<file path="config.mk">
export PLATFORM = sky130hd
export DESIGN_NAME = ahbl_regs
export DESIGN_NICKNAME = d
export VERILOG_FILES = /design/src/design/ahbl_pkg.sv /design/src/design/ahbl_regs.sv
export SDC_FILE = /design/constraint.sdc
export NUM_CORES = 1
export LEC_CHECK = 0
export BUFFER_PORTS_ARGS = -buffer_cell sky130_fd_sc_hd__buf_2
export CAP_MARGIN = 15
export CORE_MARGIN = 4
export CORE_UTILIZATION = 59
export DETAILED_ROUTE_END_ITERATION = 12
export GPL_TIMING_DRIVEN = 0
export PLACE_DENSITY = 0.9
export SLEW_MARGIN = 20
export SYNTH_ARGS = -nofsm -noshare
export SYNTH_HDL_FRONTEND = slang
export SYNTH_SLANG_ARGS = --single-unit
</file>
<file path="constraint.sdc">
create_clock -name clk -period 6.5 [get_ports clk]
set_input_delay 0.65 -clock clk [delete_from_list [all_inputs] [get_ports clk]]
set_output_delay 0.65 -clock clk [all_outputs]
set_load 0.05 [all_outputs]
</file>
<file path="src/design/ahbl_pkg.sv">
// Shared AHB-lite field types, transfer codes and register block constants.
// Modules and testbench refer to these by scoped names such as ahbl_pkg::HTRANS_NONSEQ.

package ahbl_pkg;

// Bus field widths
typedef logic [1:0] htrans_t;
typedef logic [2:0] hsize_t;
typedef logic [2:0] hburst_t;
typedef logic [3:0] hprot_t;

// Word offset inside the register block
typedef logic [1:0] regs_offset_t;

// Transfer types
// Only single transfers are issued on this fabric
localparam htrans_t HTRANS_IDLE   = 2'b00;
localparam htrans_t HTRANS_NONSEQ = 2'b10;

// Transfer sizes
localparam hsize_t HSIZE_BYTE = 3'b000;
localparam hsize_t HSIZE_HALF = 3'b001;
localparam hsize_t HSIZE_WORD = 3'b010;

// Slave response codes
localparam logic HRESP_OKAY  = 1'b0;
localparam logic HRESP_ERROR = 1'b1;

// Register block layout
// ID at offset 0, scratch registers fill offsets 1 to 3
localparam logic [31:0]  REGS_ID_VALUE  = 32'ha4b1_0001;
localparam regs_offset_t REGS_ID_OFFSET = 2'd0;
localparam int           REGS_N_SCRATCH = 3;

endpackage
</file>
<file path="src/design/ahbl_regs.sv">
// AHB-lite register slave with one wait state on every access.
// Offset 0 is a read-only ID register and offsets 1 to 3 are scratch registers.
// A write to the ID offset gets the two-cycle ERROR response.

`timescale 1ns/1ps

module ahbl_regs #(
	parameter int W_ADDR = 32,
	parameter int W_DATA = 32
) (
	input  logic              clk,
	input  logic              rst_n,
	input  logic              hready,
	input  ahbl_pkg::htrans_t htrans,
	input  logic [W_ADDR-1:0] haddr,
	input  logic              hwrite,
	// Size is ignored, every register is written as a full word
	input  ahbl_pkg::hsize_t  hsize,
	input  logic [W_DATA-1:0] hwdata,
	output logic              hready_resp,
	output logic              hresp,
	output logic [W_DATA-1:0] hrdata
);

typedef enum logic [1:0] {
	ST_IDLE,
	ST_WAIT,
	ST_ERR1,
	ST_ERR2
} state_t;

state_t                 state;
state_t                 state_nxt;
logic                   aph_take;
logic                   aph_id_write;
logic                   dph_write;
ahbl_pkg::regs_offset_t dph_offset;
logic [W_DATA-1:0]      scratch [ahbl_pkg::REGS_N_SCRATCH];
logic [W_DATA-1:0]      rdata_q;

assign aph_take = hready && htrans == ahbl_pkg::HTRANS_NONSEQ;
assign aph_id_write = hwrite && haddr[3:2] == ahbl_pkg::REGS_ID_OFFSET;

always_comb begin
	state_nxt = state;
	case (state)
		// Wait cycle always leads to the ready cycle
		ST_WAIT: state_nxt = ST_IDLE;
		ST_ERR1: state_nxt = ST_ERR2;
		// Idle and second ERROR cycle have hready high
		// A new address phase may start here
		default: begin
			if (aph_take) begin
				state_nxt = aph_id_write ? ST_ERR1 : ST_WAIT;
			end else begin
				state_nxt = ST_IDLE;
			end
		end
	endcase
end

// FSM, write flag and scratch registers
always_ff @(posedge clk or negedge rst_n) begin
	if (!rst_n) begin
		state <= ST_IDLE;
		dph_write <= 1'b0;
		for (int i = 0; i < ahbl_pkg::REGS_N_SCRATCH; i++) begin
			scratch[i] <= '0;
		end
	end else begin
		state <= state_nxt;
		if (aph_take) begin
			dph_write <= hwrite;
		end
		// Scratch write at the end of the wait cycle
		// ID writes never reach ST_WAIT
		if (state == ST_WAIT && dph_write) begin
			scratch[dph_offset - 2'd1] <= hwdata;
		end
	end
end

// Captured offset and read data
always_ff @(posedge clk) begin
	if (aph_take) begin
		dph_offset <= haddr[3:2];
	end
	if (state == ST_WAIT && !dph_write) begin
		if (dph_offset == ahbl_pkg::REGS_ID_OFFSET) begin
			rdata_q <= W_DATA'(ahbl_pkg::REGS_ID_VALUE);
		end else begin
			rdata_q <= scratch[dph_offset - 2'd1];
		end
	end
end

// Low in the wait cycle and the first ERROR cycle
assign hready_resp = !(state == ST_WAIT || state == ST_ERR1);
assign hresp = (state == ST_ERR1 || state == ST_ERR2) ?
	ahbl_pkg::HRESP_ERROR : ahbl_pkg::HRESP_OKAY;
assign hrdata = rdata_q;

// ERROR with ready high only as the second cycle of the pair
err_two_cycle: assert property (
	@(posedge clk) disable iff (!rst_n)
	(hresp == ahbl_pkg::HRESP_ERROR && hready_resp) |->
	$past(hresp == ahbl_pkg::HRESP_ERROR && !hready_resp)
) else $error("ERROR response without its first stalled cycle");

endmodule

</file>
==> out/results.ini <==
[setup_path]
cp.required_ns = 6.75
crit-reg2reg-capture = hrdata[23]
crit_slowest_cell = edfxtp_1
slowest_delay_ns = 0.43
startpoint = dph_offset[0]
rr_startpoint = dph_offset[0]
r2r_cells = 7
crit_cells = 7
critPathBufInv = 4
endpoint = hrdata[23]
r2r_slack_ns = 3.94
path_cells = buf_4, buf_2, inv_1, ha_1, buf_6, mux2_2, a221o_1
critPathTopFamily = buffers and inverters
endpoint_kind = flip-flop
cp_data_arrival_time_ns = 2.81
startpoint_type = flip-flop
worstSetupPathType = reg -> reg
cp_max_fo = 10

[drt]
routed_via_density = 5.89
drc = 0
postRouteAntennaNets = 0
drt-total-wl_um = 12800
first_iter_violations = 246
drtPass1Iterations = 4
vias = 3549
routedWlPerCell_um = 21.3

[synth]
yosys-top-cells-area = dfrtp_1, mux2_2, edfxtp_1
ys.flop_type = dfrtp_1
syn_area_sq_um = 5650
yosysTopAreaCell = dfrtp_1
yosysSeqAreaShare = 0.620
synth_edf_count = 34
ys_ff_latch = 133
async_reset_ff_frac = 0.744
synth_warnings = 0
syn-num-nets = 449
synth_top_area_share = 0.439
avgSynthCellArea_sq_um = 15.3
synth_cell_type_count = 25
syn_inst = 369

[sta]
report.final.slew_viol_count = 0
period_share = 0.394
fin_crit_ns = 2.56
hold_viol_final = 0
fin_ws_ns = 3.94
maxSlewHeadroom = 0.584
grt_setup_unrepaired = false
clock_skew_ns = 0.00789
worst_pin_slew_ns = 0.625
fin_setup_tns_ns = 0
setup-violations-final = 0
clock.fmax_mhz = 391

[pwr]
ir_drop_uv = 291
swShare = 0.238
combPwrFrac = 0.142
power_switching_uw = 592
p_leak_uw = 0.00295
intPower_uw = 1890
power_density_nw_per_um2 = 362
pwr-share-clk = 0.409
seqPwrFrac = 0.449

[die]
io_pins = 107
rows = 35
die_height_um = 106
die_area_sq_um = 11200
initial_core_util = 0.608
die_w_um = 106
coreArea_sq_um = 9280

[placed_design]
routabilityCongestion = 0.734
pre_cts_ws_ns = 4.00
hpwl_um = 7990
io_buffers = 73

[layout]
layout.nets = 543
area_growth_pct = 21.6
drive_above_1_share = 0.479
antennaDiodeCount = 0

[clock_tree]
numCtsBuffers = 17
ctsHtreeMaxLevel = 4
cts.hold.buffers_added = 0
root_buffer = clkbuf_8
post_cts_resized = 0
clockBufferDepth = 2
clkSinkCount = 133
clk_latency_ns = 0.52
cts_tree = built
cts_setup_buffers = 0
path_clk_slew_ns = 0.06

[grt]
grt_max_degree = 53
antenna_found_initial = 0
grt.total_usage = 0.246
grt_pass1_wl_um = 21100
grt_pass1_vias = 3965
gr-total-overflow = 0

[worst_hold_path]
hp-class = in -> async

[flow_run]
maxCapViolCount = 0

[status]
outcome = complete, no violations

==> metal layers <==
metal | share of wire | wire, um | up-vias | GRT usage
li1 | - | - | 1572 | -
met1 | 0.39 | 5060 | 1818 | 0.294
met2 | 0.53 | 6820 | 131 | 0.427
met3 | 0.053 | 685 | 28 | 0.0588
met4 | 0.022 | 286 | 0 | 0.105
met5 | 0 | 0 | - | 0
==> power groups by stage <==
stage | clock (uW) | sequential [uW] | combinational, uW
2_1_floorplan | 0 | 1110 | 239
5_1_grt | 1060 | 1130 | 386
3_5_place_dp | 0 | 1120 | 346
4_1_cts | 1020 | 1110 | 356
6_report | 1020 | 1120 | 354
3_3_place_gp | 0 | 1100 | 322
==> kinds of logic after synthesis <==
family                     share of synthesized area
muxes                                          0.253
adders and majority gates                     0.0155
DFF                                            0.620
AOI/OAI and AO/OA                             0.0689
and+or+nand+nor                               0.0133
buffers and inverters                         0.0299
==> metrics by stage <==
stage	instances	cell area, sq um	hold WS [ns]	util	total power (uW)
finish	603	6870	0.0656	0.740	2490
global route	603	6870	0.0867	0.740	2580
CTS	603	6870	0.0637	0.740	2490
detailed placement	573	6240	0.492	0.672	1460
global placement	571	6170	0.482	0.665	1420
floorplan	369	5650	0.354	-	1350
==> cell usage in the layout (no fill, tap or decap), types with 2 or more instances in the layout <==
master and instances:
a211oi_1 23, a221o_1 8, ha_1 7, bufinv_16 5, buf_2 84, clkbuf_16 16
edfxtp_1 34, nand3_1 3, clkinv_2 2, clkbuf_1 11, inv_1 6, clkbuf_8 3
a21oi_1 23, buf_6 5, buf_16 2, mux2_2 104, dfrtp_1 99, mux2i_1 24
==> registers in the layout, indices dropped and copies added, names as in the netlist <==
signal	flops
state	2
hrdata	32
scratch	96
dph_write	1
dph_offset	2
==> cell usage after synthesis (2+ instances only) <==
master and count:
a211oi_1 23, a21oi_1 23, a221o_1 8, buf_2 12, buf_6 4, clkbuf_1 9, dfrtp_1 99, edfxtp_1 34
ha_1 7, inv_1 6, mux2_2 104, mux2i_1 24, nand3_1 3, nor2b_1 2
==> cell type report <==
type | instances | area, sq um
buffer | 26 | 146
tap | 129 | 161
inverter | 6 | 22.5
timing repair buffer | 75 | 427
clock buffer | 21 | 449
sequential | 133 | 3500
clock inverter | 9 | 176
multi-input combinational | 204 | 1990
fill | 581 | 2420
==> worst min path at each step <==
stage	from	end	slack, ns	cells after the start
6_report	rst_n	scratch[79]	0.07	1
5_1_grt	rst_n	scratch[79]	0.09	1
4_1_cts	rst_n	scratch[17]	0.06	1
3_5_place_dp	scratch[27]	scratch[27]	0.49	1
3_3_place_gp	scratch[85]	scratch[85]	0.48	1
2_1_floorplan	rst_n	dph_write	0.35	0
Power figures use the tool's default switching activity.
