### src/design/ahbl_pkg.sv
// Shared AHB-lite field types, transfer codes and register block constants.
// Modules and testbench refer to these by scoped names such as ahbl_pkg::HTRANS_NONSEQ.

package ahbl_pkg;

// Bus field widths
typedef logic [1:0] htrans_t;
typedef logic [2:0] hsize_t;
typedef logic [2:0] hburst_t;
typedef logic [3:0] hprot_t;

// Word offset inside the register block
typedef logic [1:0] regs_offset_t;

// Transfer types
// Only single transfers are issued on this fabric
localparam htrans_t HTRANS_IDLE   = 2'b00;
localparam htrans_t HTRANS_NONSEQ = 2'b10;

// Transfer sizes
localparam hsize_t HSIZE_BYTE = 3'b000;
localparam hsize_t HSIZE_HALF = 3'b001;
localparam hsize_t HSIZE_WORD = 3'b010;

// Slave response codes
localparam logic HRESP_OKAY  = 1'b0;
localparam logic HRESP_ERROR = 1'b1;

// Register block layout
// ID at offset 0, scratch registers fill offsets 1 to 3
localparam logic [31:0]  REGS_ID_VALUE  = 32'ha4b1_0001;
localparam regs_offset_t REGS_ID_OFFSET = 2'd0;
localparam int           REGS_N_SCRATCH = 3;

endpackage
### src/design/ahbl_splitter.sv
// AHB-lite 1:N address splitter.
// Decodes each address phase against ADDR_MAP and ADDR_MASK and gates HTRANS
// per port. A registered data-phase select muxes responses back to the master.
// At the top of a fabric, tie hready to hready_resp.

`timescale 1ns/1ps

module ahbl_splitter #(
	parameter int N_PORTS = 2,
	parameter int W_ADDR = 32,
	parameter int W_DATA = 32,
	parameter logic [N_PORTS*W_ADDR-1:0] ADDR_MAP = {32'h4000_0000, 32'h2000_0000},
	parameter logic [N_PORTS*W_ADDR-1:0] ADDR_MASK = {32'hf000_0000, 32'hf000_0000}
) (
	input  logic                                clk,
	input  logic                                rst_n,

	// Slave port towards the master
	input  logic                                hready,
	output logic                                hready_resp,
	output logic                                hresp,
	input  logic [W_ADDR-1:0]                   haddr,
	input  logic                                hwrite,
	input  ahbl_pkg::htrans_t                   htrans,
	input  ahbl_pkg::hsize_t                    hsize,
	input  ahbl_pkg::hburst_t                   hburst,
	input  ahbl_pkg::hprot_t                    hprot,
	input  logic                                hmastlock,
	input  logic [W_DATA-1:0]                   hwdata,
	output logic [W_DATA-1:0]                   hrdata,

	// Master ports towards the slaves
	output logic [N_PORTS-1:0]                  m_hready,
	input  logic [N_PORTS-1:0]                  m_hready_resp,
	input  logic [N_PORTS-1:0]                  m_hresp,
	output logic [N_PORTS-1:0][W_ADDR-1:0]      m_haddr,
	output logic [N_PORTS-1:0]                  m_hwrite,
	output ahbl_pkg::htrans_t [N_PORTS-1:0]     m_htrans,
	output ahbl_pkg::hsize_t [N_PORTS-1:0]      m_hsize,
	output ahbl_pkg::hburst_t [N_PORTS-1:0]     m_hburst,
	output ahbl_pkg::hprot_t [N_PORTS-1:0]      m_hprot,
	output logic [N_PORTS-1:0]                  m_hmastlock,
	output logic [N_PORTS-1:0][W_DATA-1:0]      m_hwdata,
	input  logic [N_PORTS-1:0][W_DATA-1:0]      m_hrdata
);

logic [N_PORTS-1:0] sel_a;
logic [N_PORTS-1:0] sel_d;
logic [N_PORTS-1:0] sel_resp;
logic               ready_muxed;

// Address decode
// An idle cycle selects nothing
always_comb begin
	sel_a = '0;
	if (htrans != ahbl_pkg::HTRANS_IDLE) begin
		for (int i = 0; i < N_PORTS; i++) begin
			sel_a[i] = ~|((haddr ^ ADDR_MAP[i*W_ADDR +: W_ADDR]) & ADDR_MASK[i*W_ADDR +: W_ADDR]);
		end
	end
end

// Address phase fans out unchanged
assign m_haddr     = {N_PORTS{haddr}};
assign m_hwrite    = {N_PORTS{hwrite}};
assign m_hsize     = {N_PORTS{hsize}};
assign m_hburst    = {N_PORTS{hburst}};
assign m_hprot     = {N_PORTS{hprot}};
assign m_hmastlock = {N_PORTS{hmastlock}};

// HTRANS is the only qualifier
// Unselected ports see IDLE
always_comb begin
	for (int i = 0; i < N_PORTS; i++) begin
		m_htrans[i] = sel_a[i] ? htrans : ahbl_pkg::HTRANS_IDLE;
	end
end

// Data phase select follows each accepted address phase
always_ff @(posedge clk or negedge rst_n) begin
	if (!rst_n) begin
		sel_d <= '0;
	end else if (hready) begin
		sel_d <= sel_a;
	end
end

assign m_hwdata = {N_PORTS{hwdata}};
assign m_hready = {N_PORTS{hready}};

// Open data phase owns the response
// Otherwise the slave being addressed reports its ready
assign sel_resp = (|sel_d) ? sel_d : sel_a;

bitmap_mux #(.N_INPUTS(N_PORTS), .W_INPUT(W_DATA)) hrdata_mux (
	.clk(clk), .rst_n(rst_n), .in(m_hrdata), .sel(sel_d), .out(hrdata)
);

bitmap_mux #(.N_INPUTS(N_PORTS), .W_INPUT(1)) hready_mux (
	.clk(clk), .rst_n(rst_n), .in(m_hready_resp), .sel(sel_resp), .out(ready_muxed)
);

bitmap_mux #(.N_INPUTS(N_PORTS), .W_INPUT(1)) hresp_mux (
	.clk(clk), .rst_n(rst_n), .in(m_hresp), .sel(sel_resp), .out(hresp)
);

// Zero-wait OKAY for idle with nothing in flight
assign hready_resp = ready_muxed | (htrans == ahbl_pkg::HTRANS_IDLE && !(|sel_d));

// No default slave here
// Every active address must hit exactly one port
nonseq_decodes: assert property (
	@(posedge clk) disable iff (!rst_n)
	htrans == ahbl_pkg::HTRANS_NONSEQ |-> $onehot(sel_a)
) else $error("active transfer matches no single splitter port");

// Stalled data phase must keep its slave until the stall ends
dph_sel_held: assert property (
	@(posedge clk) disable iff (!rst_n)
	(!hready_resp && |sel_d) |=> |sel_d
) else $error("data-phase select cleared during a wait state");

endmodule

### src/design/bitmap_mux.sv
// One-hot AND-OR multiplexer.
// Used by the splitter to steer slave read data and responses back to the master.

`timescale 1ns/1ps

module bitmap_mux #(
	parameter int N_INPUTS = 2,
	parameter int W_INPUT = 32
) (
	// Clock and reset only feed the select check
	input  logic                        clk,
	input  logic                        rst_n,
	input  logic [N_INPUTS*W_INPUT-1:0] in,
	input  logic [N_INPUTS-1:0]         sel,
	output logic [W_INPUT-1:0]          out
);

always_comb begin
	out = '0;
	for (int i = 0; i < N_INPUTS; i++) begin
		// Mask each input with its select bit and merge
		out = out | (in[i*W_INPUT +: W_INPUT] & {W_INPUT{sel[i]}});
	end
end

// Overlapping selects would merge two slaves onto one bus
sel_onehot0: assert property (
	@(posedge clk) disable iff (!rst_n)
	$onehot0(sel)
) else $error("bitmap_mux select has more than one bit set");

endmodule

### config.mk
export PLATFORM = sky130hd
export DESIGN_NAME = ahbl_splitter
export DESIGN_NICKNAME = d
export VERILOG_FILES = /design/src/design/ahbl_pkg.sv /design/src/design/ahbl_splitter.sv /design/src/design/bitmap_mux.sv
export SDC_FILE = /design/constraint.sdc
export NUM_CORES = 1
export LEC_CHECK = 0
export BUFFER_PORTS_ARGS = -buffer_cell sky130_fd_sc_hd__buf_2
export CAP_MARGIN = 20
export CORE_AREA = 3 3 130 132
export DETAILED_ROUTE_END_ITERATION = 6
export DIE_AREA = 0 0 133 135
export PLACE_DENSITY = 0.45
export SLEW_MARGIN = 20
export SYNTH_ARGS = -nofsm -noshare
export SYNTH_HDL_FRONTEND = slang
export SYNTH_SLANG_ARGS = --single-unit
### constraint.sdc
create_clock -name clk -period 1.9 [get_ports clk]
set_input_delay 0.285 -clock clk [delete_from_list [all_inputs] [get_ports clk]]
set_output_delay 0.285 -clock clk [all_outputs]
set_load 0.02 [all_outputs]
==> results.yml, run 1 <==
run_status:
  status: "completed"
layout:
  max_flop_register: "sel_d"
  nets: 341
  final_cell_area_um2: 1531
  n_antenna_cell: 0
  drive_gt1_share_pct: 73.68
  regArea_um2: 50.05
  fill_cells: 1840
  largest_reg_flops: 2
  syn_to_final_growth_pct: -10.26
  multiInputGateArea_um2: 460.4
  top_regs: "sel_d: 2 flops"
pwr:
  pwr-share-seq_pct: 7.6
  p_clk_share_pct: 51.5
  p_switching_mw: 0.1814
  total_leakage_power_nw: 0.8324
  power.share.switching_pct: 29.68
  irDropWorstVdd_v: 0.0002314
  p_int_mw: 0.4299
  power.density_nw_per_um2: 399.2
  pwr-share-comb_pct: 40.9
  power_mw: 0.6113
critical_path:
  worstPathRequired_ns: 1.62
  crit_path_end_kind: "output pin"
  r2r_cells: 2
  worstPathMaxFanout: 7
  cp.arrival_ns: 1.37
  start_kind: "register"
  crit_type: "register to output pin"
timing:
  finalSetupViolations: 0
  maxSlewViolCount: 0
  tightest_slew_ns: 0.2680
  hold_viol_final: 0
  maxSlewHeadroom_pct: 82.13
  fin_skew_ns: 0
  post-route-min-period_ns: 1.652
  grt_setup_unrepaired: "no"
  layout_worst_path_cycle_share_pct: 86.92
  final.setup.tns_ns: 0
  fin_ws_ns: 0.2485
  max_freq_mhz: 605.5
cts:
  post_cts_resized: 0
  cts_buffer_depth: 2
  clockRootBuffer: "clkbuf_16"
  cts_inserted_buffers: 3
  cts.htree.levels: 1
  clock_sinks: 2
  cts_tree: "yes"
  insertion_delay_ns: 0.22
  clkTransAtPathRegs_ns: 0.03
yosys:
  muxShareOfSynthArea_pct: 1.540
  synth.avg_cell_area_um2: 7.829
  ys_seq_area_share_pct: 2.933
  synth_area_um2: 1707
  synth_nets: 367
  synth_xor_area_share_pct: 0
  ys_types: 19
  synth_top_family_by_area: "buffers and inverters"
  ys_ff_latch: 2
  yosys.area_share.simple_pct: 7.185
  synth-compound-area-share_pct: 18.26
  synthAdderAreaFrac_pct: 0
  synthCells: 218
  ys_warn_count: 0
global_route:
  antenna_found_initial: 0
  grt_usage_pct: 5.274
  grt_first_pass_wirelength_um: 6969
  grt_pass1_vias: 1146
  grt_max_degree: 24
  grt-ovfl-total: 0
worst_hold_path:
  whs_path_depth: 2
  hp-class: "primary input to register"
routing:
  drtIter0Drc: 31
  via_count: 1210
  drc: 0
  dr.pass1.iters: 4
  ant_nets: 0
  routed_via_density: 2.980
  drt_wl_total_um: 5457
  avgRoutedWirePerCell_um: 13.44
placed_design:
  numPortBuffers: 124
  gp_congestion: 0.6692
  pre_cts_ws_ns: 0.3545
  place.detailed.hpwl_um: 4629
  post_dp_cell_area_um2: 1446
floorplanning:
  start_util_pct: 10.78
  io_pins: 341
  fp-row-count: 46
  core_um2: 15830
  die_height_um: 135
  die_x_um: 133
  die_area_um2: 17960
flow_run:
  maxCapViolCount: 0
through the flow:
step / hold WS, ns / instances / util (%)
floorplan: -0.01059 / 218 / -
global placement: 0.07101 / 402 / 9.138
detailed placement: 0.07170 / 402 / 9.138
CTS: 0.3713 / 406 / 9.676
global route: 0.3857 / 406 / 9.676
finish: 0.3738 / 406 / 9.676
placed cells by master, fill, tap and decap left out, types with 2 or more instances in the layout:
cell type,n
a22o_1,32
a22oi_1,2
and2_2,3
buf_2,124
buf_4,6
clkbuf_16,3
dfrtp_1,2
nand3_1,3
nor4bb_1,3
power by group through the flow:
stage | Combinational, mW | Sequential [mW] | Clock (mW)
after detailed placement | 0.252 | 0.0473 | 0
after global placement | 0.254 | 0.0474 | 0
after floorplan | 0.568 | 0.0451 | 0
after global routing | 0.269 | 0.0472 | 0.327
after CTS | 0.254 | 0.0468 | 0.318
final | 0.250 | 0.0467 | 0.315
worst max-delay path: stages (launching register included):
cell and delay, ns:
dfrtp_1 0.45, nor4bb_1 0.28, and3_1 0.18, a211o_1 0.09, buf_2 0.15
layout make-up:
cell class | instances | area share, %
tap | 216 | 17.65
timing repair buffer | 131 | 44.12
clock buffer | 3 | 4.902
multi-input combinational | 54 | 30.07
sequential | 2 | 3.268
worst paths after layout:
check                                          start                    to  slack (ns)
max in group asynchronous                      rst_n  sel_d[1]$_DFFE_PN0P_        1.41
worst max register to register  sel_d[0]$_DFFE_PN0P_  sel_d[0]$_DFFE_PN0P_        0.82
worst min-delay path                          hready  sel_d[0]$_DFFE_PN0P_        0.37
worst max-delay path            sel_d[1]$_DFFE_PN0P_           hready_resp        0.25
min in group asynchronous                      rst_n  sel_d[0]$_DFFE_PN0P_        0.40
worst min register to register  sel_d[1]$_DFFE_PN0P_  sel_d[1]$_DFFE_PN0P_        0.92
repair_timing:
action,4_1_cts,5_1_grt
endpoints found under the hold margin,2,0
buffers inserted,0,0
hold buffers,1,0
cell families (layout without fill, tap and decap cells):
group / count (synthesis) / in the layout
buf+inv: 162 / 134
compound gates: 36 / 36
flops: 2 / 2
simple gates: 16 / 16
mux: 2 / 2
metal layers:
metal	wire [µm]	global-route usage, %	vias to the layer above	share of wire (%)
li1	-	-	525	-
met1	1326	3.739	496	24
met2	2888	10.13	123	53
met3	661	1.490	66	12
met4	581	6.236	0	11
met5	0	0	-	0
synth_stat cells:
cell,n,area (µm²)
buf_4,154,1156
a22o_1,32,280.3
buf_2,8,40.04
and2_2,3,22.52
nand3_1,3,15.01
nor4bb_1,3,30.03
a22oi_1,2,15.01
dfrtp_1,2,50.05
a211o_1,1,8.760
and2_1,1,6.260
and3_1,1,6.260
and4b_1,1,10.01
and4b_4,1,13.76
mux2_2,1,11.26
mux2_4,1,15.01
nor2_1,1,3.750
nor2b_1,1,6.260
o31ai_1,1,7.510
or2_4,1,8.760
(Power assumes the default switching activity.)
==> run 2: changes to the inputs <==
==> constraint.sdc (replaced) <==
create_clock -name clk -period 1.9 [get_ports clk]
set_input_delay 0.095 -clock clk [delete_from_list [all_inputs] [get_ports clk]]
set_output_delay 0.095 -clock clk [all_outputs]
set_load 0.02 [all_outputs]
==> results.yml, run 2 (synthesis results as in run 1) <==
layout:
  top_regs: "sel_d: 2 flops"
  final_cell_mix: "buf_2, a22o_1, buf_4"
  max_flop_register: "sel_d"
  nets: 341
  largest_reg_flops: 2
  final_common_cell: "buf_2"
  n_antenna_cell: 0
  drive_gt1_share_pct: 73.68
  post-route-util_pct: 9.676
  syn_to_final_growth_pct: -10.26
  final_cell_area_um2: 1531
pwr:
  irDropWorstVdd_v: 0.0001614
  total_leakage_power_nw: 0.8327
  power_mw: 0.6094
  power.density_nw_per_um2: 397.9
global_route:
  grt_pass1_vias: 1260
  grt_usage_pct: 5.446
  grt-ovfl-total: 0
  grt_first_pass_wirelength_um: 7348
  antenna_found_initial: 0
  grt_max_degree: 15
floorplanning:
  io_pins: 341
  start_util_pct: 10.78
  die_area_um2: 17960
  fp-row-count: 46
  die_x_um: 133
  die_height_um: 135
  core_um2: 15830
timing:
  post-route-min-period_ns: 1.588
  maxSlewHeadroom_pct: 71.39
  layout_worst_path_cycle_share_pct: 83.59
  tightest_slew_ns: 0.4276
  max_freq_mhz: 629.7
  maxSlewViolCount: 0
  fin_ws_ns: 0.3119
  finalSetupViolations: 0
  final.setup.tns_ns: 0
  fin_skew_ns: 0
  grt_setup_unrepaired: "no"
  hold_viol_final: 0
routing:
  drc: 0
  drt_wl_total_um: 5552
  routed_via_density: 2.973
  drtIter0Drc: 20
  dr.pass1.iters: 4
  via_count: 1207
  ant_nets: 0
  avgRoutedWirePerCell_um: 13.67
cts:
  clock_sinks: 2
  cts_inserted_buffers: 3
  post_cts_resized: 0
  clkTransAtPathRegs_ns: 0.03
  postCtsSetupBuffers: 0
  clockRootBuffer: "clkbuf_16"
  cts_buffer_depth: 2
  insertion_delay_ns: 0.22
  cts.htree.levels: 1
  cts_tree: "yes"
run_status:
  status: "completed"
critical_path:
  crit_path_end_kind: "output pin"
  cp.arrival_ns: 1.49
  worstPathMaxFanout: 12
  start_kind: "register"
  worstPathRequired_ns: 1.80
  crit_type: "register to output pin"
placed_design:
  pre_cts_ws_ns: 0.5448
  gp_congestion: 0.6936
  numPortBuffers: 124
  post_dp_cell_area_um2: 1446
  place.detailed.hpwl_um: 4861
flow_run:
  maxCapViolCount: 0
worst_hold_path:
  hp-class: "primary input to output pin"
==> run 2: cell type report <==
type,instances,area [µm²]
fill,1833,14300
tap,216,270.3
multi-input combinational,54,460.4
clock buffer,3,75.07
timing repair buffer,131,675.6
sequential,2,50.05
==> run 2: worst max-delay path: stages (launching register included) <==
cell      delay, ns
dfrtp_1        0.42
buf_4          0.20
nor4bb_1       0.29
nand3_1        0.11
nand3_1        0.10
buf_2          0.16
==> run 2: through the flow <==
stage / hold slack (ns) / std cells
floorplan: -0.2006 / 218
global placement: -0.1185 / 402
detailed placement: -0.1191 / 402
CTS: 0.1902 / 406
global route: 0.1900 / 406
finish: 0.1900 / 406
==> run 2: path summary, 6_finish.rpt <==
| kind | from | slack, ns | depth (start not counted) | end |
|---|---|---|---|---|
| worst max-delay path | sel_d[0]$_DFFE_PN0P_ | 0.31 | 5 | hresp |
| worst min-delay path | haddr[25] | 0.19 | 0 | m_haddr[25] |
| worst max register to register | sel_d[0]$_DFFE_PN0P_ | 0.89 | 2 | sel_d[0]$_DFFE_PN0P_ |
| worst min register to register | sel_d[1]$_DFFE_PN0P_ | 0.80 | 2 | sel_d[1]$_DFFE_PN0P_ |
| max in group asynchronous | rst_n | 1.59 | 2 | sel_d[1]$_DFFE_PN0P_ |
| min in group asynchronous | rst_n | 0.21 | 2 | sel_d[0]$_DFFE_PN0P_ |
==> run 2: metal layers <==
metal	vias up	share of wire (%)	track usage (%)
li1	527	-	-
met1	505	25	3.873
met2	110	53	10.75
met3	65	11	1.155
met4	0	11	6.409
met5	-	0	0
==> run 2: where the power goes <==
| group | total [mW] | leakage [nW] | internal [mW] | switching [mW] |
|---|---|---|---|---|
| clock network | 0.311 | 0.0370 | 0.267 | 0.0440 |
| registers | 0.0459 | 0.0276 | 0.0443 | 0.00165 |
| logic | 0.252 | 0.768 | 0.118 | 0.134 |
==> run 2: timing repair <==
action / in CTS / in global routing
setup endpoints to repair: 0 / 0
hold buffers: 1 / 0
endpoints found under the hold margin: 2 / 0
==> run 3: changes to the inputs <==
CORE_AREA = 3 3 131 133   (was 3 3 130 132)
DIE_AREA = 0 0 134 136   (was 0 0 133 135)
PLACE_DENSITY = 0.46   (was 0.45)
clock period = 1.45 ns   (was 1.9 ns; I/O delays follow)
==> results.yml, run 3 (synthesis results as in run 1) <==
pwr:
  irDropWorstVdd_v: 0.0002744
  total_leakage_power_nw: 0.8284
  power.density_nw_per_um2: 527.6
  power_mw: 0.8140
global_route:
  antenna_found_initial: 1
  grt_max_degree: 24
  grt_pass1_vias: 1239
  grt_first_pass_wirelength_um: 7928
  grt_usage_pct: 6.147
  grt-ovfl-total: 0
timing:
  fin_skew_ns: 0
  layout_worst_path_cycle_share_pct: 97.34
  tightest_slew_ns: 0.2284
  max_freq_mhz: 708.5
  final.setup.tns_ns: 0
  grt_setup_unrepaired: "yes"
  hold_viol_final: 0
  finalSetupViolations: 0
  maxSlewViolCount: 0
  maxSlewHeadroom_pct: 84.55
  post-route-min-period_ns: 1.411
cts:
  insertion_delay_ns: 0.22
  cts.htree.levels: 1
  clkTransAtPathRegs_ns: 0.03
  clockRootBuffer: "clkbuf_16"
  cts_buffer_depth: 2
  cts_tree: "yes"
  cts_inserted_buffers: 3
  clock_sinks: 2
layout:
  fill_cells: 1857
  final_common_cell: "buf_2"
  drive_gt1_share_pct: 74.60
  nets: 340
  max_flop_register: "sel_d"
  multiInputGateArea_um2: 466.7
  regArea_um2: 51.30
  top_regs: "sel_d: 2 flops"
  final_cell_mix: "buf_2, a22o_1"
  n_antenna_cell: 0
  largest_reg_flops: 2
  syn_to_final_growth_pct: -9.604
  post-route-util_pct: 9.677
critical_path:
  crit_path_end: "hready_resp"
  crit_path_end_kind: "output pin"
  timing.rr.start: "sel_d[0]$_DFFE_PN0P_"
  crit_chain: "nor4bb_1, and3_1, a211o_1, buf_2"
  r2r_cells: 2
  rrSetupSlack_ns: 0.43
  worstPathRequired_ns: 1.38
  critPathSlowestCell: "dfrtp_2"
  cp.arrival_ns: 1.34
  setup.worst_path.start: "sel_d[1]$_DFFE_PN0P_"
  worstPathMaxFanout: 5
  max_stage_delay_ns: 0.43
  start_kind: "register"
  crit_type: "register to output pin"
  r2r_end: "sel_d[0]$_DFFE_PN0P_"
placed_design:
  numPortBuffers: 124
  place.detailed.hpwl_um: 5513
  gp_congestion: 0.7106
routing:
  drc: 0
  dr.pass1.iters: 4
  avgRoutedWirePerCell_um: 15.95
  via_count: 1230
  drt_wl_total_um: 6460
  ant_nets: 0
  routed_via_density: 3.037
  drtIter0Drc: 21
floorplanning:
  die_height_um: 136
  io_pins: 341
  fp-row-count: 46
  core_um2: 15940
  die_area_um2: 18220
  die_x_um: 134
  start_util_pct: 10.70
run_status:
  status: "completed"
worst_hold_path:
  hp-class: "primary input to output pin"
flow_run:
  maxCapViolCount: 0
==> run 3: changes by cell type in the layout (fill, tap and decap cells not counted), sizes merged <==
cell	delta
buf	-1
==> run 3: what timing repair did <==
action,in CTS,in global routing
resized for setup,0,5
setup endpoints to repair,0,23
hold buffers,1,0
hold endpoints to repair,2,0
buffers inserted,0,0
==> run 3: stage by stage <==
stage / hold slack [ns] / worst slack [ns] / cells / cell area [µm²]
floorplan: -0.2231 / 0.3180 / 218 / 1707
finish: 0.1450 / 0.03863 / 405 / 1543
detailed placement: -0.1423 / 0.2604 / 401 / 1439
global placement: -0.1404 / 0.2480 / 401 / 1439
CTS: 0.1452 / 0.02958 / 405 / 1524
global route: 0.1450 / -0.005151 / 405 / 1543
==> run 3: critical path, delay by kind of cell (launching register included) <==
family / cells / cell delay (ns)
AO/OA/AOI/OAI: 1 / 0.09
buffers and inverters: 1 / 0.15
flip-flops: 1 / 0.43
AND/OR/NAND/NOR: 2 / 0.44
==> run 3: per-layer routing <==
layer  up-vias  global-route usage, %  wire length, µm
met5         -                      0                0
met4         0                  6.514              682
met3        72                  1.406              681
met2       128                  12.86             3613
met1       506                  4.027             1483
li1        524                      -                -
==> run 3: where the power goes <==
group / internal, mW / leakage, nW / switching [mW]
registers: 0.0582 / 0.0260 / 0.00308
logic: 0.157 / 0.765 / 0.186
clock network: 0.351 / 0.0370 / 0.0595
total: 0.566 / 0.828 / 0.248
==> run 3: cell type report <==
| class | instances | share of cell area, % |
|---|---|---|
| clock buffer | 3 | 4.866 |
| multi-input combinational | 54 | 30.25 |
| sequential | 2 | 3.325 |
| tap | 216 | 17.52 |
| timing repair buffer | 130 | 44.04 |
==> run 3: worst min path at each step <==
stage,slack [ns],cells after the start,from,to
finish,0.15,0,hwdata[29],m_hwdata[61]
global placement,-0.14,1,rst_n,sel_d[1]$_DFFE_PN0P_
detailed placement,-0.14,1,rst_n,sel_d[0]$_DFFE_PN0P_
global route,0.15,0,hwdata[19],m_hwdata[51]
floorplan,-0.22,0,rst_n,sel_d[0]$_DFFE_PN0P_
CTS,0.15,0,hwdata[27],m_hwdata[27]
